<file path="config.mk">
export PLATFORM = sky130hd
export DESIGN_NAME = wb_stage_flat
export DESIGN_NICKNAME = d
export VERILOG_FILES = /design/src/rtl/core_pkg.sv /design/src/rtl/ms_to_ws_if.sv /design/src/rtl/wb_stage.sv /design/src/flat_wrapper.sv
export SDC_FILE = /design/constraint.sdc
export NUM_CORES = 1
export LEC_CHECK = 0
export BUFFER_PORTS_ARGS = -buffer_cell sky130_fd_sc_hd__buf_2
export CORE_ASPECT_RATIO = 1.75
export CORE_MARGIN = 3
export CORE_UTILIZATION = 35
export CTS_CLUSTER_SIZE = 25
export DETAILED_ROUTE_END_ITERATION = 8
export PLACE_DENSITY = 0.56
export REMOVE_ABC_BUFFERS = 1
export SLEW_MARGIN = 40
export SYNTH_ARGS = -nofsm -noshare
export SYNTH_HDL_FRONTEND = slang
export SYNTH_SLANG_ARGS = --single-unit
</file>
<file path="constraint.sdc">
create_clock -name i_clk -period 1.35 [get_ports i_clk]
set_input_delay 0.0675 -clock i_clk [delete_from_list [all_inputs] [get_ports i_clk]]
set_output_delay 0.0675 -clock i_clk [all_outputs]
set_load 0.02 [all_outputs]
</file>
<file path="src/rtl/core_pkg.sv">
// core package: shared widths, load op codes and CSR map for the memory/writeback subsystem
`default_nettype none

package core_pkg;

  localparam int WORD_WD      = 64;
  localparam int GPR_ADDR_WD  = 5;
  localparam int GPR_COUNT    = 32;
  localparam int CSR_ADDR_WD  = 12;
  localparam int MEM_OP_WD    = 3;
  localparam int BYTE_LANES   = WORD_WD / 8;

  // data memory, word indexed by address bits 11:3
  localparam int SRAM_DEPTH   = 512;
  localparam int SRAM_ADDR_WD = $clog2(SRAM_DEPTH);
  localparam int SRAM_IDX_LO  = 3;

  typedef logic [WORD_WD-1:0]      word_t;
  typedef logic [GPR_ADDR_WD-1:0]  gpr_addr_t;
  typedef logic [CSR_ADDR_WD-1:0]  csr_addr_t;
  typedef logic [MEM_OP_WD-1:0]    mem_op_t;     // funct3 of the load
  typedef logic [SRAM_ADDR_WD-1:0] sram_addr_t;

  // load kinds, same encoding as funct3
  localparam mem_op_t MEM_OP_LB  = 3'd0;
  localparam mem_op_t MEM_OP_LH  = 3'd1;
  localparam mem_op_t MEM_OP_LW  = 3'd2;
  localparam mem_op_t MEM_OP_LD  = 3'd3;
  localparam mem_op_t MEM_OP_LBU = 3'd4;
  localparam mem_op_t MEM_OP_LHU = 3'd5;
  localparam mem_op_t MEM_OP_LWU = 3'd6;

  // implemented machine CSRs
  localparam csr_addr_t CSR_MSTATUS = 12'h300;
  localparam csr_addr_t CSR_MTVEC   = 12'h305;
  localparam csr_addr_t CSR_MEPC    = 12'h341;
  localparam csr_addr_t CSR_MCAUSE  = 12'h342;

endpackage

`default_nettype wire

</file>
<file path="src/rtl/ms_to_ws_if.sv">
// memory to writeback bundle: final GPR result and CSR write of one instruction
`timescale 1ns/1ns
`default_nettype none

interface ms_to_ws_if;
  import core_pkg::*;

  logic      valid;
  logic      gpr_wen;
  gpr_addr_t rd;
  word_t     gpr_result;    // load, csr or alu value
  logic      csr_wen;
  csr_addr_t csr;
  word_t     csr_result;

  modport producer (
    output valid, gpr_wen, rd, gpr_result, csr_wen, csr, csr_result
  );

  modport consumer (
    input valid, gpr_wen, rd, gpr_result, csr_wen, csr, csr_result
  );

endinterface

`default_nettype wire

</file>
<file path="src/rtl/wb_stage.sv">
// writeback stage: registers memory results, drives GPR writes and holds the machine CSRs
`timescale 1ns/1ns
`default_nettype none

module wb_stage (
  input  wire                        i_clk,
  input  wire                        i_reset,
  ms_to_ws_if.consumer               i_ms,
  output logic                       o_gpr_wen,
  output core_pkg::gpr_addr_t        o_gpr_waddr,
  output core_pkg::word_t            o_gpr_wdata,
  input  wire core_pkg::csr_addr_t   i_csr_raddr,
  output core_pkg::word_t            o_csr_rdata,
  output logic                       o_commit_valid
);
  import core_pkg::*;

  logic      ws_valid;
  logic      ws_gpr_wen;
  logic      ws_csr_wen;
  csr_addr_t ws_csr;
  word_t     ws_csr_result;
  word_t     mstatus;
  word_t     mtvec;
  word_t     mepc;
  word_t     mcause;

  always_ff @(posedge i_clk) begin
    if (i_reset) begin
      ws_valid <= 1'b0;
    end else begin
      ws_valid <= i_ms.valid;
    end
  end

  always_ff @(posedge i_clk) begin
    ws_gpr_wen    <= i_ms.gpr_wen;
    o_gpr_waddr   <= i_ms.rd;
    o_gpr_wdata   <= i_ms.gpr_result;
    ws_csr_wen    <= i_ms.csr_wen;
    ws_csr        <= i_ms.csr;
    ws_csr_result <= i_ms.csr_result;
  end

  assign o_commit_valid = ws_valid;
  assign o_gpr_wen      = ws_valid & ws_gpr_wen;   // gpr file writes at next edge

  // machine csr file, unknown addresses dropped
  always_ff @(posedge i_clk) begin
    if (i_reset) begin
      mstatus <= '0;
      mtvec   <= '0;
      mepc    <= '0;
      mcause  <= '0;
    end else if (ws_valid && ws_csr_wen) begin
      case (ws_csr)
        CSR_MSTATUS: mstatus <= ws_csr_result;
        CSR_MTVEC:   mtvec   <= ws_csr_result;
        CSR_MEPC:    mepc    <= ws_csr_result;
        CSR_MCAUSE:  mcause  <= ws_csr_result;
        default:     ;
      endcase
    end
  end

  always_comb begin
    case (i_csr_raddr)
      CSR_MSTATUS: o_csr_rdata = mstatus;
      CSR_MTVEC:   o_csr_rdata = mtvec;
      CSR_MEPC:    o_csr_rdata = mepc;
      CSR_MCAUSE:  o_csr_rdata = mcause;
      default:     o_csr_rdata = '0;   // unimplemented reads zero
    endcase
  end

endmodule

`default_nettype wire

</file>
<file path="src/flat_wrapper.sv">
// flat-port wrapper written by rule: the top's interface ports become plain ports
module wb_stage_flat import core_pkg::*;
  (i_clk, i_reset, o_gpr_wen, o_gpr_waddr, o_gpr_wdata, i_csr_raddr, o_csr_rdata, o_commit_valid, i_ms_valid, i_ms_gpr_wen, i_ms_rd, i_ms_gpr_result, i_ms_csr_wen, i_ms_csr, i_ms_csr_result);
  ms_to_ws_if i_ms_i ();
  input  wire i_clk;
  input  wire i_reset;
  output logic o_gpr_wen;
  output core_pkg::gpr_addr_t o_gpr_waddr;
  output core_pkg::word_t o_gpr_wdata;
  input  wire core_pkg::csr_addr_t i_csr_raddr;
  output core_pkg::word_t o_csr_rdata;
  output logic o_commit_valid;
  input wire logic [$bits(i_ms_i.valid)-1:0] i_ms_valid;
  input wire logic [$bits(i_ms_i.gpr_wen)-1:0] i_ms_gpr_wen;
  input wire logic [$bits(i_ms_i.rd)-1:0] i_ms_rd;
  input wire logic [$bits(i_ms_i.gpr_result)-1:0] i_ms_gpr_result;
  input wire logic [$bits(i_ms_i.csr_wen)-1:0] i_ms_csr_wen;
  input wire logic [$bits(i_ms_i.csr)-1:0] i_ms_csr;
  input wire logic [$bits(i_ms_i.csr_result)-1:0] i_ms_csr_result;
  assign i_ms_i.valid = i_ms_valid;
  assign i_ms_i.gpr_wen = i_ms_gpr_wen;
  assign i_ms_i.rd = i_ms_rd;
  assign i_ms_i.gpr_result = i_ms_gpr_result;
  assign i_ms_i.csr_wen = i_ms_csr_wen;
  assign i_ms_i.csr = i_ms_csr;
  assign i_ms_i.csr_result = i_ms_csr_result;
  wb_stage u_core (.i_clk(i_clk), .i_reset(i_reset), .i_ms(i_ms_i), .o_gpr_wen(o_gpr_wen), .o_gpr_waddr(o_gpr_waddr), .o_gpr_wdata(o_gpr_wdata), .i_csr_raddr(i_csr_raddr), .o_csr_rdata(o_csr_rdata), .o_commit_valid(o_commit_valid));
endmodule
</file>
Yosys cells after proc, flatten, opt, wreduce, memory -nomap -nowiden
Cells that the tools add are included.

Flip-flop bits (word level): 404. Bits of input ports: 162. Output and inout port bits: 135. Word-level logic and storage cells: 26.

Equality and inequality tests: 8. Muxes and demuxes: 1. Bitwise logic cells: 1. Reductions and logical operators: 5.

Operators with widths (number): one-hot mux 64 bit (4 select lines) (1); equality test 12 x 10 -> 1 bit (second input constant) (8); AND reduction 2 bit (4); AND 1 bit (1); logical AND 1 bit (1).

Logic depth before layout (Yosys ltp)
Depth in word-level cells: 2. Mapped depth: 5. Gate-level depth less buffers: 3.

Least setup slack after synthesis
OpenSTA, ideal clock, no wires.

Path kind: register to register. From: register u_core.ws_valid (netlist: u_core.o_commit_valid). To: register u_core.mepc[10]. Setup time: 72 ps. Arrival: 1370 ps. Required time: 1278 ps. Setup slack: -91 ps. Stages on the path, launching flop included: 6. Path buffers: 2. Clock period less this slack: 1441 ps. Cells stage by stage: dfxtp_1 -> and4bb_1 -> and4_4 -> buf_12 -> buf_12 -> mux2i_1.

Longest elaborated chain between the ends: 2.

Ends and longest elaborated chain: from (decl) (RTL line wb_stage.sv:18) `logic ws_valid;`; from (signal assigned) (RTL line wb_stage.sv:32) `ws_valid <= i_ms.valid;`; logical AND 1 bit (RTL line wb_stage.sv:55) `end else if (ws_valid && ws_csr_wen) begin`; AND reduction 2 bit (no line); to (signal assigned) (RTL line wb_stage.sv:59) `CSR_MEPC: mepc <= ws_csr_result;`; to (decl) (RTL line wb_stage.sv:25) `word_t mepc;`.

Every way passes these cells. A chain may end at the register's enable or synchronous reset.

Final worst setup path
From: register u_core.ws_csr[10]. To: register u_core.mstatus[6].

Longest elaborated chain between the ends: 2.

Ends and longest elaborated chain: from (decl) (RTL line wb_stage.sv:21) `csr_addr_t ws_csr;`; from (signal assigned) (RTL line wb_stage.sv:41) `ws_csr <= i_ms.csr;`; equality test 12 x 10 -> 1 bit (RTL line wb_stage.sv:56) `case (ws_csr)`; AND reduction 2 bit (no line); to (signal assigned) (RTL line wb_stage.sv:57) `CSR_MSTATUS: mstatus <= ws_csr_result;`; to (decl) (RTL line wb_stage.sv:23) `word_t mstatus;`.

Every way passes these cells.

==> impl_metrics.env <==
export IMPL_outcome="complete, but fails checks"
export IMPL_failed_checks="setup timing"
export IMPL_fmax_mhz=628.2
export IMPL_cp_slowest_cell="and4bb_1"
export IMPL_relSlewSlack=0.7641
export IMPL_cts_buffers=39
export IMPL_drv_slew=0
export IMPL_crit_chain="and4bb_1, buf_6, nand4_1, buf_8, buf_12, buf_16, mux2i_1"
export IMPL_total_power_mw=24.88
export IMPL_dieArea_um2=45260
export IMPL_skew_ns=0.01088
export IMPL_maxCapViolCount=0
export IMPL_crit_path_max_fanout=10
export IMPL_chipHeight_um=279.2
export IMPL_ys_flop_type="dfxtp_1"
export IMPL_synth_cell_types=24
export IMPL_syn_to_final_growth_pct=50.24
export IMPL_holdPathEnd="u_core.o_gpr_waddr[4]"
export IMPL_place_inst=2152
export IMPL_r2r_slack_ns=-0.24
export IMPL_first_pass_iters=6
export IMPL_ys_warn_count=0
export IMPL_setup_ws_ns=-0.2418
export IMPL_vias=11780
export IMPL_synth_seq_cells=404
export IMPL_cts_sinks=404
export IMPL_tightestPinTransition_ns=0.3538
export IMPL_grt_setup_unrepaired="yes"
export IMPL_drive_above_1_share=0.3405
export IMPL_ios=297
export IMPL_synth_top_area_share=0.5419
export IMPL_leakagePower_nw=9.747
export IMPL_path_class="flop to flop"
export IMPL_fp_coreArea_um2=41870
export IMPL_antenna_found_initial=0
export IMPL_wirelength_um=47560
export IMPL_cts_root_buf="clkbuf_16"
export IMPL_stdcell_count=2411
export IMPL_cpPeakStageDelay_ns=0.32
export IMPL_gp_congestion=0.7414
export IMPL_placementRows=99
export IMPL_timing_rr_start="u_core.ws_csr[10]"
export IMPL_min_from="i_ms_rd[4]"
export IMPL_synth_largest_area_cell="dfxtp_1"
export IMPL_whs_ns=0.1570
export IMPL_path_clk_slew_ns=0.06
export IMPL_netlist_top_cells_area="dfxtp_1 54%, mux2i_1 17%, nand2b_1 13%"
export IMPL_hold_path_class="primary input to flop"
export IMPL_hold_viol=0
export IMPL_p_per_area_nw_per_um2=1109
export IMPL_arrival_ns=2.05
export IMPL_ant_nets=0
export IMPL_nets=1993
export IMPL_netlist_area_um2=14930
export IMPL_r2r_end="u_core.mstatus[6]"
export IMPL_period_needed_ns=1.592
export IMPL_min_path_cells=2
export IMPL_start_kind="flop"
export IMPL_clock_latency_ns=0.54
export IMPL_synth_most_common_cell="dfxtp_1"
export IMPL_drc=0
export IMPL_syn_avg_cell_area_um2=11.51
export IMPL_synth_seq_area_share=0.5419
export IMPL_hpwlAfterDp_um=28830
export IMPL_synthArstFlopShare=0
export IMPL_rr_worst_depth=7
export IMPL_cts_path_max_buffers=3
export IMPL_grt_overflow=0
export IMPL_via_per_inst=4.884
export IMPL_cts_tree="yes"
export IMPL_port_buffers=296
export IMPL_grt_max_degree=81
export IMPL_grt_total_usage=0.1924
export IMPL_grt_pass1_vias=12520
export IMPL_start_util=0.3565
export IMPL_setup_violations_final=320
export IMPL_wire_per_inst_um=19.73
export IMPL_ys_top_cells_by_count="404 x dfxtp_1, 320 x nand2b_1, 256 x mux2i_1, 128 x a22oi_1, 64 x o22ai_1"
export IMPL_drt_iter0_drc=585
export IMPL_antenna_cells=0
export IMPL_final_cell_area_um2=22420
export IMPL_htreeDepth=2
export IMPL_die_w_um=162.1
export IMPL_cp_data_required_time_ns=1.81
export IMPL_synth_cells=1297
export IMPL_critPathCaptureType="flop"
export IMPL_peakVddDrop_v=0.0009471
export IMPL_setup_tns_ns=-44.99
export IMPL_period_share=1.179
export IMPL_grt_first_pass_wirelength_um=68730
export IMPL_postPlaceCellArea_um2=17760
export IMPL_synth_edf_count=0
[metal layers]
metal | share of wire | up-vias | wire, um | GRT usage
li1 | - | 5610 | - | -
met1 | 0.39 | 5763 | 18490 | 0.2141
met2 | 0.54 | 328 | 25670 | 0.3638
met3 | 0.042 | 75 | 2012 | 0.03102
met4 | 0.029 | 0 | 1388 | 0.07093
met5 | 0 | - | 0 | 0
[sequential cells by signal, summed over array words and instances, names as in the netlist]
name,count
u_core.mcause,64
u_core.mepc,64
u_core.mstatus,64
u_core.mtvec,64
u_core.o_gpr_wdata,64
u_core.ws_csr_result,64
u_core.ws_csr,12
u_core.o_gpr_waddr,5
u_core.o_commit_valid,1
u_core.ws_csr_wen,1
u_core.ws_gpr_wen,1
[worst max path at each step]
stage | from | end | slack [ns] | cells after the start
final | u_core.ws_csr[10] | u_core.mstatus[6] | -0.24 | 7
after global routing | u_core.ws_csr[7] | u_core.mepc[13] | -0.28 | 6
after CTS | i_csr_raddr[11] | o_csr_rdata[53] | -0.25 | 8
after detailed placement | i_csr_raddr[5] | o_csr_rdata[53] | -0.26 | 8
after global placement | i_csr_raddr[11] | o_csr_rdata[53] | -0.23 | 8
after floorplan | i_csr_raddr[2] | o_csr_rdata[0] | -4.38 | 3
[stage by stage]
step,utilization,setup WS (ns)
after detailed placement,0.4242,-0.2616
after global placement,0.4242,-0.2333
final,0.5356,-0.2418
after CTS,0.5066,-0.2462
after global routing,0.5356,-0.2798
after floorplan,-,-4.380
[cell families after synthesis]
| logic type | count (synthesis) | share of synthesized area |
|---|---|---|
| AO/OA/AOI/OAI | 192 | 0.09121 |
| buffers and inverters | 103 | 0.04669 |
| flip-flops | 404 | 0.5419 |
| multiplexers | 256 | 0.1717 |
| AND/OR/NAND/NOR | 342 | 0.1485 |
[layout by cell type, fill, tap and decap left out, drive strengths merged, types with 2 or more instances in the layout]
| master | instances |
|---|---|
| buf | 433 |
| dfxtp | 404 |
| nand2b | 320 |
| mux2i | 256 |
| dlygate4sd3 | 149 |
| a22oi | 128 |
| clkbuf | 67 |
| o22ai | 64 |
| clkinv | 7 |
| and4bb | 5 |
| nand4 | 3 |
| bufbuf | 3 |
| nor4b | 2 |
| bufinv | 2 |
| nor2 | 2 |
| and2 | 2 |
[critical path: cells and delay by family, from the launching register on]
kind / cells / cell delay, ns
DFF: 1 / 0.30
buffers and inverters: 4 / 0.59
and+or+nand+nor: 2 / 0.43
muxes: 1 / 0.18
[timing repair]
item / 4_1_cts / 5_1_grt
hold buffers: 149 / 0
resized for setup: 107 / 176
pin swaps: 19 / 47
hold endpoints to repair: 162 / 0
gates cloned: 10 / 15
setup buffers: 7 / 16
setup endpoints to repair: 315 / 321
[report_power, final]
| part | switching [mW] | total [mW] | internal (mW) |
|---|---|---|---|
| Clock | 4.64 | 11.0 | 6.32 |
| Combinational | 0.768 | 1.68 | 0.910 |
| Sequential | 0.0839 | 12.2 | 12.2 |
| Total | 5.49 | 24.9 | 19.4 |
[final cells by class]
type,instances,area [um2]
Fill cell,3646,19440
Sequential cell,404,8120
Multi-Input combinational cell,790,6753
Timing Repair Buffer,596,5590
Clock buffer,56,1152
Tap cell,555,694.4
Clock inverter,10,113.9
No activity file was read; power rests on OpenSTA's default activity.
