### src/rtl/core_pkg.sv
// core package: shared widths, load op codes and CSR map for the memory/writeback subsystem
`default_nettype none

package core_pkg;

  localparam int WORD_WD      = 64;
  localparam int GPR_ADDR_WD  = 5;
  localparam int GPR_COUNT    = 32;
  localparam int CSR_ADDR_WD  = 12;
  localparam int MEM_OP_WD    = 3;
  localparam int BYTE_LANES   = WORD_WD / 8;

  // data memory, word indexed by address bits 11:3
  localparam int SRAM_DEPTH   = 512;
  localparam int SRAM_ADDR_WD = $clog2(SRAM_DEPTH);
  localparam int SRAM_IDX_LO  = 3;

  typedef logic [WORD_WD-1:0]      word_t;
  typedef logic [GPR_ADDR_WD-1:0]  gpr_addr_t;
  typedef logic [CSR_ADDR_WD-1:0]  csr_addr_t;
  typedef logic [MEM_OP_WD-1:0]    mem_op_t;     // funct3 of the load
  typedef logic [SRAM_ADDR_WD-1:0] sram_addr_t;

  // load kinds, same encoding as funct3
  localparam mem_op_t MEM_OP_LB  = 3'd0;
  localparam mem_op_t MEM_OP_LH  = 3'd1;
  localparam mem_op_t MEM_OP_LW  = 3'd2;
  localparam mem_op_t MEM_OP_LD  = 3'd3;
  localparam mem_op_t MEM_OP_LBU = 3'd4;
  localparam mem_op_t MEM_OP_LHU = 3'd5;
  localparam mem_op_t MEM_OP_LWU = 3'd6;

  // implemented machine CSRs
  localparam csr_addr_t CSR_MSTATUS = 12'h300;
  localparam csr_addr_t CSR_MTVEC   = 12'h305;
  localparam csr_addr_t CSR_MEPC    = 12'h341;
  localparam csr_addr_t CSR_MCAUSE  = 12'h342;

endpackage

`default_nettype wire

### src/rtl/es_to_ms_if.sv
// execute to memory stage bundle: one instruction's results entering the memory stage
`timescale 1ns/1ns
`default_nettype none

interface es_to_ms_if;
  import core_pkg::*;

  logic      valid;
  gpr_addr_t rd;
  csr_addr_t csr;
  logic      gpr_wen;         // only meaningful with valid
  logic      csr_wen;
  logic      mem_ren;
  mem_op_t   mem_op;
  logic      csr_inst_sel;    // gpr gets csrrdata
  word_t     csrrdata;
  word_t     alu_result;      // also the load byte address
  word_t     csr_result;

  modport producer (
    output valid, rd, csr, gpr_wen, csr_wen, mem_ren, mem_op,
    output csr_inst_sel, csrrdata, alu_result, csr_result
  );

  modport consumer (
    input valid, rd, csr, gpr_wen, csr_wen, mem_ren, mem_op,
    input csr_inst_sel, csrrdata, alu_result, csr_result
  );

endinterface

`default_nettype wire

### src/rtl/ms_to_ws_if.sv
// memory to writeback bundle: final GPR result and CSR write of one instruction
`timescale 1ns/1ns
`default_nettype none

interface ms_to_ws_if;
  import core_pkg::*;

  logic      valid;
  logic      gpr_wen;
  gpr_addr_t rd;
  word_t     gpr_result;    // load, csr or alu value
  logic      csr_wen;
  csr_addr_t csr;
  word_t     csr_result;

  modport producer (
    output valid, gpr_wen, rd, gpr_result, csr_wen, csr, csr_result
  );

  modport consumer (
    input valid, gpr_wen, rd, gpr_result, csr_wen, csr, csr_result
  );

endinterface

`default_nettype wire

### src/rtl/lsu_load.sv
// load unit: aligns the addressed byte, half or word of the SRAM word and extends it
`timescale 1ns/1ns
`default_nettype none

module lsu_load (
  input  wire [2:0]                i_raddr_align,
  input  wire core_pkg::word_t     i_data_sram_rdata,
  input  wire core_pkg::mem_op_t   i_mem_op,
  output core_pkg::word_t          o_rdata
);
  import core_pkg::*;

  word_t shifted;

  // bring the addressed lane down to bit 0
  assign shifted = i_data_sram_rdata >> {i_raddr_align, 3'b000};

  always_comb begin
    case (i_mem_op)
      MEM_OP_LB: begin
        o_rdata = {{(WORD_WD-8){shifted[7]}}, shifted[7:0]};
      end
      MEM_OP_LH: begin
        o_rdata = {{(WORD_WD-16){shifted[15]}}, shifted[15:0]};
      end
      MEM_OP_LW: begin
        o_rdata = {{(WORD_WD-32){shifted[31]}}, shifted[31:0]};
      end
      MEM_OP_LBU: begin
        o_rdata = {{(WORD_WD-8){1'b0}}, shifted[7:0]};
      end
      MEM_OP_LHU: begin
        o_rdata = {{(WORD_WD-16){1'b0}}, shifted[15:0]};
      end
      MEM_OP_LWU: begin
        o_rdata = {{(WORD_WD-32){1'b0}}, shifted[31:0]};
      end
      MEM_OP_LD: begin
        o_rdata = i_data_sram_rdata;    // whole word as is
      end
      default: begin
        o_rdata = i_data_sram_rdata;    // funct3 7 is not a load
      end
    endcase
  end

endmodule

`default_nettype wire

### src/rtl/mem_stage.sv
// memory stage: picks load data, CSR read data or ALU result as the GPR result
`timescale 1ns/1ns
`default_nettype none

module mem_stage (
  es_to_ms_if.consumer           i_es,
  input  wire core_pkg::word_t   i_data_sram_rdata,
  ms_to_ws_if.producer           o_ws
);
  import core_pkg::*;

  word_t mem_rdata;

  lsu_load u_lsu_load (
    .i_raddr_align     (i_es.alu_result[2:0]),   // byte offset within the word
    .i_data_sram_rdata (i_data_sram_rdata),
    .i_mem_op          (i_es.mem_op),
    .o_rdata           (mem_rdata)
  );

  // load beats csr select
  assign o_ws.gpr_result = i_es.mem_ren      ? mem_rdata :
                           i_es.csr_inst_sel ? i_es.csrrdata :
                                               i_es.alu_result;

  assign o_ws.valid      = i_es.valid;
  assign o_ws.gpr_wen    = i_es.gpr_wen;
  assign o_ws.rd         = i_es.rd;

  // csr write passes straight through
  assign o_ws.csr_wen    = i_es.csr_wen;
  assign o_ws.csr        = i_es.csr;
  assign o_ws.csr_result = i_es.csr_result;

endmodule

`default_nettype wire

### src/flat_wrapper.sv
// flat-port wrapper written by rule: the top's interface ports become plain ports
module mem_stage_flat import core_pkg::*;
  (i_data_sram_rdata, i_es_valid, i_es_rd, i_es_csr, i_es_gpr_wen, i_es_csr_wen, i_es_mem_ren, i_es_mem_op, i_es_csr_inst_sel, i_es_csrrdata, i_es_alu_result, i_es_csr_result, o_ws_valid, o_ws_gpr_wen, o_ws_rd, o_ws_gpr_result, o_ws_csr_wen, o_ws_csr, o_ws_csr_result);
  es_to_ms_if i_es_i ();
  ms_to_ws_if o_ws_i ();
  input  wire core_pkg::word_t i_data_sram_rdata;
  input wire logic [$bits(i_es_i.valid)-1:0] i_es_valid;
  input wire logic [$bits(i_es_i.rd)-1:0] i_es_rd;
  input wire logic [$bits(i_es_i.csr)-1:0] i_es_csr;
  input wire logic [$bits(i_es_i.gpr_wen)-1:0] i_es_gpr_wen;
  input wire logic [$bits(i_es_i.csr_wen)-1:0] i_es_csr_wen;
  input wire logic [$bits(i_es_i.mem_ren)-1:0] i_es_mem_ren;
  input wire logic [$bits(i_es_i.mem_op)-1:0] i_es_mem_op;
  input wire logic [$bits(i_es_i.csr_inst_sel)-1:0] i_es_csr_inst_sel;
  input wire logic [$bits(i_es_i.csrrdata)-1:0] i_es_csrrdata;
  input wire logic [$bits(i_es_i.alu_result)-1:0] i_es_alu_result;
  input wire logic [$bits(i_es_i.csr_result)-1:0] i_es_csr_result;
  output wire logic [$bits(o_ws_i.valid)-1:0] o_ws_valid;
  output wire logic [$bits(o_ws_i.gpr_wen)-1:0] o_ws_gpr_wen;
  output wire logic [$bits(o_ws_i.rd)-1:0] o_ws_rd;
  output wire logic [$bits(o_ws_i.gpr_result)-1:0] o_ws_gpr_result;
  output wire logic [$bits(o_ws_i.csr_wen)-1:0] o_ws_csr_wen;
  output wire logic [$bits(o_ws_i.csr)-1:0] o_ws_csr;
  output wire logic [$bits(o_ws_i.csr_result)-1:0] o_ws_csr_result;
  assign i_es_i.valid = i_es_valid;
  assign i_es_i.rd = i_es_rd;
  assign i_es_i.csr = i_es_csr;
  assign i_es_i.gpr_wen = i_es_gpr_wen;
  assign i_es_i.csr_wen = i_es_csr_wen;
  assign i_es_i.mem_ren = i_es_mem_ren;
  assign i_es_i.mem_op = i_es_mem_op;
  assign i_es_i.csr_inst_sel = i_es_csr_inst_sel;
  assign i_es_i.csrrdata = i_es_csrrdata;
  assign i_es_i.alu_result = i_es_alu_result;
  assign i_es_i.csr_result = i_es_csr_result;
  assign o_ws_valid = o_ws_i.valid;
  assign o_ws_gpr_wen = o_ws_i.gpr_wen;
  assign o_ws_rd = o_ws_i.rd;
  assign o_ws_gpr_result = o_ws_i.gpr_result;
  assign o_ws_csr_wen = o_ws_i.csr_wen;
  assign o_ws_csr = o_ws_i.csr;
  assign o_ws_csr_result = o_ws_i.csr_result;
  mem_stage u_core (.i_es(i_es_i), .i_data_sram_rdata(i_data_sram_rdata), .o_ws(o_ws_i));
endmodule
### config.mk
export PLATFORM = sky130hd
export DESIGN_NAME = mem_stage_flat
export DESIGN_NICKNAME = d
export VERILOG_FILES = /design/src/rtl/core_pkg.sv /design/src/rtl/es_to_ms_if.sv /design/src/rtl/ms_to_ws_if.sv /design/src/rtl/lsu_load.sv /design/src/rtl/mem_stage.sv /design/src/flat_wrapper.sv
export SDC_FILE = /design/constraint.sdc
export NUM_CORES = 1
export LEC_CHECK = 0
export ABC_AREA = 1
export BUFFER_PORTS_ARGS = -buffer_cell sky130_fd_sc_hd__buf_4
export CAP_MARGIN = 20
export CORE_AREA = 2 2 165 167
export DETAILED_ROUTE_END_ITERATION = 10
export DIE_AREA = 0 0 167 169
export PLACE_DENSITY = 0.58
export SETUP_SLACK_MARGIN = 0.5
export SLEW_MARGIN = 20
export SYNTH_ARGS = -nofsm -noshare
export SYNTH_HDL_FRONTEND = slang
export SYNTH_HIERARCHICAL = 1
export SYNTH_SLANG_ARGS = --single-unit
### constraint.sdc
create_clock -name vclk -period 4.13
set_input_delay 0.6195 -clock vclk [all_inputs]
set_output_delay 0.6195 -clock vclk [all_outputs]
set_load 0.01 [all_outputs]
Word level (Yosys, flattened, before mapping):

Index checks and enable logic that the tools add are counted.
Widths: inputs -> output; s select.

* eq/ne operators: 5
* shifts and indexed selects: 1
* mux-type cells: 3
* reduce and logical (&&, ||, !) cells: 1

Operators by type and width (count)
* $pmux 64 s6: 1
* $mux 64: 2
* $shr 64x6->32: 1
* $eq 3x3->1 const B: 3
* $eq 3x1->1 const B: 1
* $eq 3x2->1 const B: 1
* $logic_not 3->1: 1

* register bits after elaboration: 0
* input port bits: 281
* output and inout bits: 148
* word-level logic and storage cells: 10

Longest topological paths before layout:

Gate-level depths: netlist of the first run.

* depth in word-level cells: 3
* depth in mapped cells: 13
* mapped depth without buffers: 11

Modules after synthesis:

Netlist of the first run, hierarchy kept.

Modules (own cells, without submodules)
* lsu_load: instances 1, cells each 587, area each 2628.8 um^2, sequential area each 0.0 um^2
* mem_stage: instances 1, cells each 560, area each 2602.5 um^2, sequential area each 0.0 um^2

Worst setup path after synthesis of the first run:

Ideal clock, no wire load.

* path type: input -> output
* from: in i_es_alu_result[1]
* to: out o_ws_gpr_result[10]
* arrival: 1.774 ns
* data required time: 3.510 ns
* path slack: 1.736 ns
* cell stages on the path: 11
* buffers on the path: 2
* cell sequence: buf_2 > nor2_2 > buf_4 > inv_1 > a21oi_1 > o21ai_0 > nand3_1 > nand2_1 > nand3_1 > nand2_1 > nand2_1

* longest elaborated chain between the ends: 3

RTL lines
* from (decl): RTL line flat_wrapper.sv:16 `input wire logic [$bits(i_es_i.alu_result)-1:0] i_es_alu_result;`
* $shr 64x6->32: RTL line lsu_load.sv:16 `assign shifted = i_data_sram_rdata >> {i_raddr_align, 3'b000};`
* $pmux 64 s6: RTL line lsu_load.sv:19 `case (i_mem_op)`
* via u_core.mem_rdata[10]: RTL line mem_stage.sv:12 `word_t mem_rdata;`
* $mux 64: RTL line mem_stage.sv:22 `assign o_ws.gpr_result = i_es.mem_ren ? mem_rdata :`
* to (decl): RTL line flat_wrapper.sv:21 `output wire logic [$bits(o_ws_i.gpr_result)-1:0] o_ws_gpr_result;`

The timed path passes the listed nets, and every way through them passes these cells.

Worst setup path in the final report of the first run:

* from: in i_es_alu_result[0]
* to: out o_ws_gpr_result[16]

Same word-level chain as after synthesis.

==> metrics.txt, run 1 <==
status=finished clean; Critical Path End=o_ws_gpr_result[16]; clock buffers=0; Tot GR Track Use=17.1%; final non-filler cell total=1616; row count=60; Adder-Cell Fraction of Synth Area=0%; vias in the first global route=6704; Die Area=28200 µm²; initial antenna violation count=0; vias after detailed routing=7243; vias per cell=4.48; drt drc=0; nature of the critical path startpoint=primary input; pins over their slew limit=0; Layout area overhead=27.8%; first-pass GRT wire length=38.5 mm; WL/cell=15.8 µm; critical path capture point type=output port; Slew headroom=39.3%; Slew @ Worst Pin=0.911 ns; Total Wirelength=25.6 mm; most frequent cells in the layout=nand2_1 (559), buf_4 (279), inv_1 (173); CP max FO=47; Synth Net Count=1428; most common cell after layout, fill and taps aside=nand2_1; Seq. cell area=0 µm²; Simple-Gate Fraction of Synth Area=61.7%; Static Leak=4.34 nW; placed cells=1616; Worst Path Arrival=2.67 ns; power per cell area=116 nW/µm²; Worst VDD drop=0.0919 mV; hold_buf cts=0; area of the multi-input gates=3460 µm²; Synth cell types=25; First-pass DRT Iterations=5; Compound-Gate Fraction of Synth Area=4.47%; Setup CP Type=in2out; Worst Hold Class=in2out; core area=26500 µm²; max cap viols=0; CP required=3.51 ns; gr ovfl total=0; largest net degree at the start of global routing=65; worst slack at placement=0.853 ns; Die W=167 µm; postcts setup bufs=0; post-cts resize count=0; Worst Setup SP=i_es_alu_result[0]; Initial Utilization=19.7%; min setup slack post-route=0.844 ns; antenna-violating nets left=0; Diodes inserted=0; largest family of logic cells by synthesized area=simple AND/OR/NAND/NOR gates; post-synthesis sequential area ratio=0%; port buffer count=261; Sum Neg Setup Slack=0 ns; post-layout min period=3.29 ns; final setup vio count=0; synthesized instance count=1147; dpl hpwl=20.9 mm; Chip Height=169 µm; multiplexer area fraction after synthesis=0%; Ys Warns=6; NumNets Final=1558; Final GP Congestion=0.915; Post-Syn Area=5230 µm²; Hold Fails Final Rpt=0; I/O pin total=429; layout cells sized above 1=23.1%; RSZ-0062 raised after global routing=no; Synth Area per Inst=4.56 µm²; fillers=3164; DRT iter0 DRCs=424; XOR/XNOR share of the synthesized area=0%; sequential cell count=0; highest clock rate=304 MHz; final worst-path cycle share=79.6%
worst max-delay path, stage by stage:
cell and delay, ns:
buf_4 0.17, inv_2 0.31, buf_4 0.30, nand2_1 0.08, nand3_1 0.08, nand2_2 0.08
o21ai_4 0.25, buf_12 0.25, nand4_1 0.18, nand2_1 0.12, nand2_1 0.06, buf_4 0.15
area by class of cell:
| cell class | count | area share (%) |
|---|---|---|
| inverters | 177 | 9.95 |
| well taps | 341 | 6.38 |
| repair buffers | 281 | 31.9 |
| multi-input cells | 817 | 51.7 |
routing by layer:
metal  track usage, %  share of wire (%)
met3             3.74                8.3
met1             22.1                 43
met5                0                  0
met2             29.0                 47
met4             3.79                2.3
report_power, final:
group	total (mW)	internal, mW	switching [mW]
sequential	0	0	0
clock	0	0	0
combinational	0.776	0.346	0.430
how the worst min path moves through the flow:
stage                            start            to  slack [ns]  depth (start not counted)
after CTS                 i_es_csr[10]  o_ws_csr[10]        1.24                          0
after detailed placement  i_es_csr[10]  o_ws_csr[10]        1.24                          0
after global placement    i_es_csr[10]  o_ws_csr[10]        1.24                          0
final                      i_es_csr[0]   o_ws_csr[0]        1.24                          0
after global routing       i_es_csr[5]   o_ws_csr[5]        1.24                          0
after floorplan            i_es_csr[0]   o_ws_csr[0]        1.33                          1
cell families after synthesis:
logic type,count (synthesis)
simple gates,778
buf+inv,330
compound gates,39
through the flow:
step / area [µm²] / power, mW / util [%] / hold slack, ns
6_report: 6690 / 0.776 / 25.2 / 1.24
5_1_grt: 6690 / 0.864 / 25.2 / 1.24
4_1_cts: 6690 / 0.782 / 25.2 / 1.24
3_5_place_dp: 6690 / 0.780 / 25.2 / 1.24
3_3_place_gp: 6690 / 0.776 / 25.2 / 1.24
2_1_floorplan: 5230 / 0.489 / - / 1.33
synth_stat cells (6+ instances only):
master	instances	area, µm²
nand3_1	124	621
buf_2	32	160
nand4_1	52	325
a21oi_1	8	40.0
clkbuf_1	8	30.0
nand2_1	559	2100
clkbuf_8	6	82.6
inv_1	173	649
o21ai_0	20	100
nor2_1	34	128
buf_4	97	728
buf_6	9	101
No activity file was read; power rests on OpenSTA's default activity.
==> inputs of run 2 (changes only) <==
==> constraint.sdc (replaced) <==
create_clock -name vclk -period 3.3
set_input_delay 0.495 -clock vclk [all_inputs]
set_output_delay 0.495 -clock vclk [all_outputs]
set_load 0.01 [all_outputs]
==> run 2 against run 1 <==
Die area unchanged. Global-route usage down 0.38 points. Sequential cell count unchanged. Total power up 27%. First-iteration DRC count rose by 23%. Largest cell class unchanged. Core utilization rose by 0.43 points. Combinational power up 27%. Critical endpoint is now o_ws_gpr_result[22]. Final area increased by 1.7%. Final cell count rose by 0.19%. Sequential share of layout area is the same. Routed wire length up 0.92%.
==> metrics.txt, run 2 (synthesis gave the netlist of run 1 again) <==
status=finished clean; min setup slack post-route=0.608 ns (-0.236 ns); WL/cell=15.9 µm (+0.73%); crit-path cells=buf_4, buf_6, nand2_1, nand3_1, nand3_1, nand2_1, nand2_4, buf_12, nand4_1, nand2_1, nand2_1, buf_4; Sum Neg Setup Slack=0 ns (unchanged); drt drc=0 (unchanged); dpl hpwl=20.2 mm (-3.4%); Worst Hold Class=in2out; max cap viols=0 (unchanged); fillers=3134 (-0.95%); Total Wirelength=25.8 mm (+0.92%); Final GP Congestion=0.915 (about the same); NumNets Final=1560 (+0.13%); gr ovfl total=0 (unchanged); final setup vio count=0 (unchanged); Die W=167 µm (unchanged); Seq. cell area=0 µm² (unchanged); CP required=2.80 ns (-0.71 ns); Initial Utilization=19.7% (unchanged); sequential cell count=0 (unchanged); nature of the critical path startpoint=primary input; vias per cell=4.49 (+0.12%); First-pass DRT Iterations=6 (+1); worst slack at placement=0.524 ns (-0.329 ns); Worst VDD drop=0.0970 mV (+5.5%); Die Area=28200 µm² (unchanged); Chip Height=169 µm (unchanged); Tot GR Track Use=16.7% (-0.38 points); most common cell after layout, fill and taps aside=nand2_1; port buffer count=261 (unchanged); Static Leak=4.40 nW (+1.3%); vias in the first global route=6685 (-0.28%); Hold Fails Final Rpt=0 (unchanged); initial antenna violation count=1 (+1); DRT iter0 DRCs=523 (+23%); RSZ-0062 raised after global routing=no; CP max FO=40 (-15%); vias after detailed routing=7265 (+0.30%); Slew headroom=41.7% (+2.4 points); final worst-path cycle share=81.6%; Layout area overhead=30.0%; most frequent cells in the layout=nand2_1 (558), buf_4 (273), inv_1 (173); Slew @ Worst Pin=0.874 ns (-0.0365 ns); slowest stage delay, CP=0.26 ns (-0.05 ns); clock buffers=0 (unchanged); layout cells sized above 1=23.3% (+0.28 points); row count=60 (unchanged); pins over their slew limit=0 (unchanged); first-pass GRT wire length=37.9 mm (-1.5%); Worst Path Arrival=2.20 ns (-0.47 ns); power per cell area=144 nW/µm² (+24%); I/O pin total=429 (unchanged); post-layout min period=2.69 ns; Setup CP Type=in2out; core area=26500 µm² (unchanged); Hold Slack=0.990 ns (-0.249 ns); antenna-violating nets left=0 (unchanged); critical path capture point type=output port; slowest cell on the critical path=buf_6; highest clock rate=371 MHz; cell mode on critical path=nand2_1; largest net degree at the start of global routing=65 (unchanged)
[run 2: timing repair]
action	in CTS	in global routing
buffers inserted	0	1
resized for setup	0	9
hold buffers	0	0
endpoints found under the setup margin	0	7
endpoints found under the hold margin	0	0
[run 2: path summary, 6_finish.rpt]
kind	start	slack, ns	cells after the start	to
max	i_es_alu_result[0]	0.61	12	o_ws_gpr_result[22]
min	i_es_csr[0]	0.99	0	o_ws_csr[0]
[run 2: per-layer routing]
layer / vias to the layer above / GRT usage (%) / routed length, µm
li1: 3657 / - / -
met5: - / 0 / 0
met2: 289 / 29.3 / 12500
met4: 0 / 1.65 / 224
met1: 3305 / 21.5 / 10900
met3: 14 / 3.88 / 2160
[run 2: critical path: cells and delay by family]
kind          cells  cell delay (ns)
buf+inv           4             0.69
simple gates      8             0.98
[run 2: area by class of cell]
| cell class | instances | area, µm² | area share [%] |
|---|---|---|---|
| multi-input cells | 817 | 3470 | 51.0 |
| diodes | 1 | 2.50 | 0.0368 |
| inverters | 177 | 668 | 9.82 |
| repair buffers | 283 | 2230 | 32.8 |
| well taps | 341 | 427 | 6.27 |
[run 2: report_power, final]
part           switching [mW]  leakage (nW)  internal [mW]
Combinational           0.542          4.40          0.441
Sequential                  0             0              0
Clock                       0    0.00000634   0.0000000405
Total                   0.542          4.40          0.441
[run 2: through the flow]
stage	area, µm²	power, mW	instances	utilization (%)
after global routing	6800	1.09	1618	25.7
after detailed placement	6680	0.972	1614	25.2
after global placement	6680	0.969	1614	25.2
after CTS	6680	0.975	1614	25.2
after floorplan	5230	0.612	1147	-
final	6800	0.982	1619	25.7
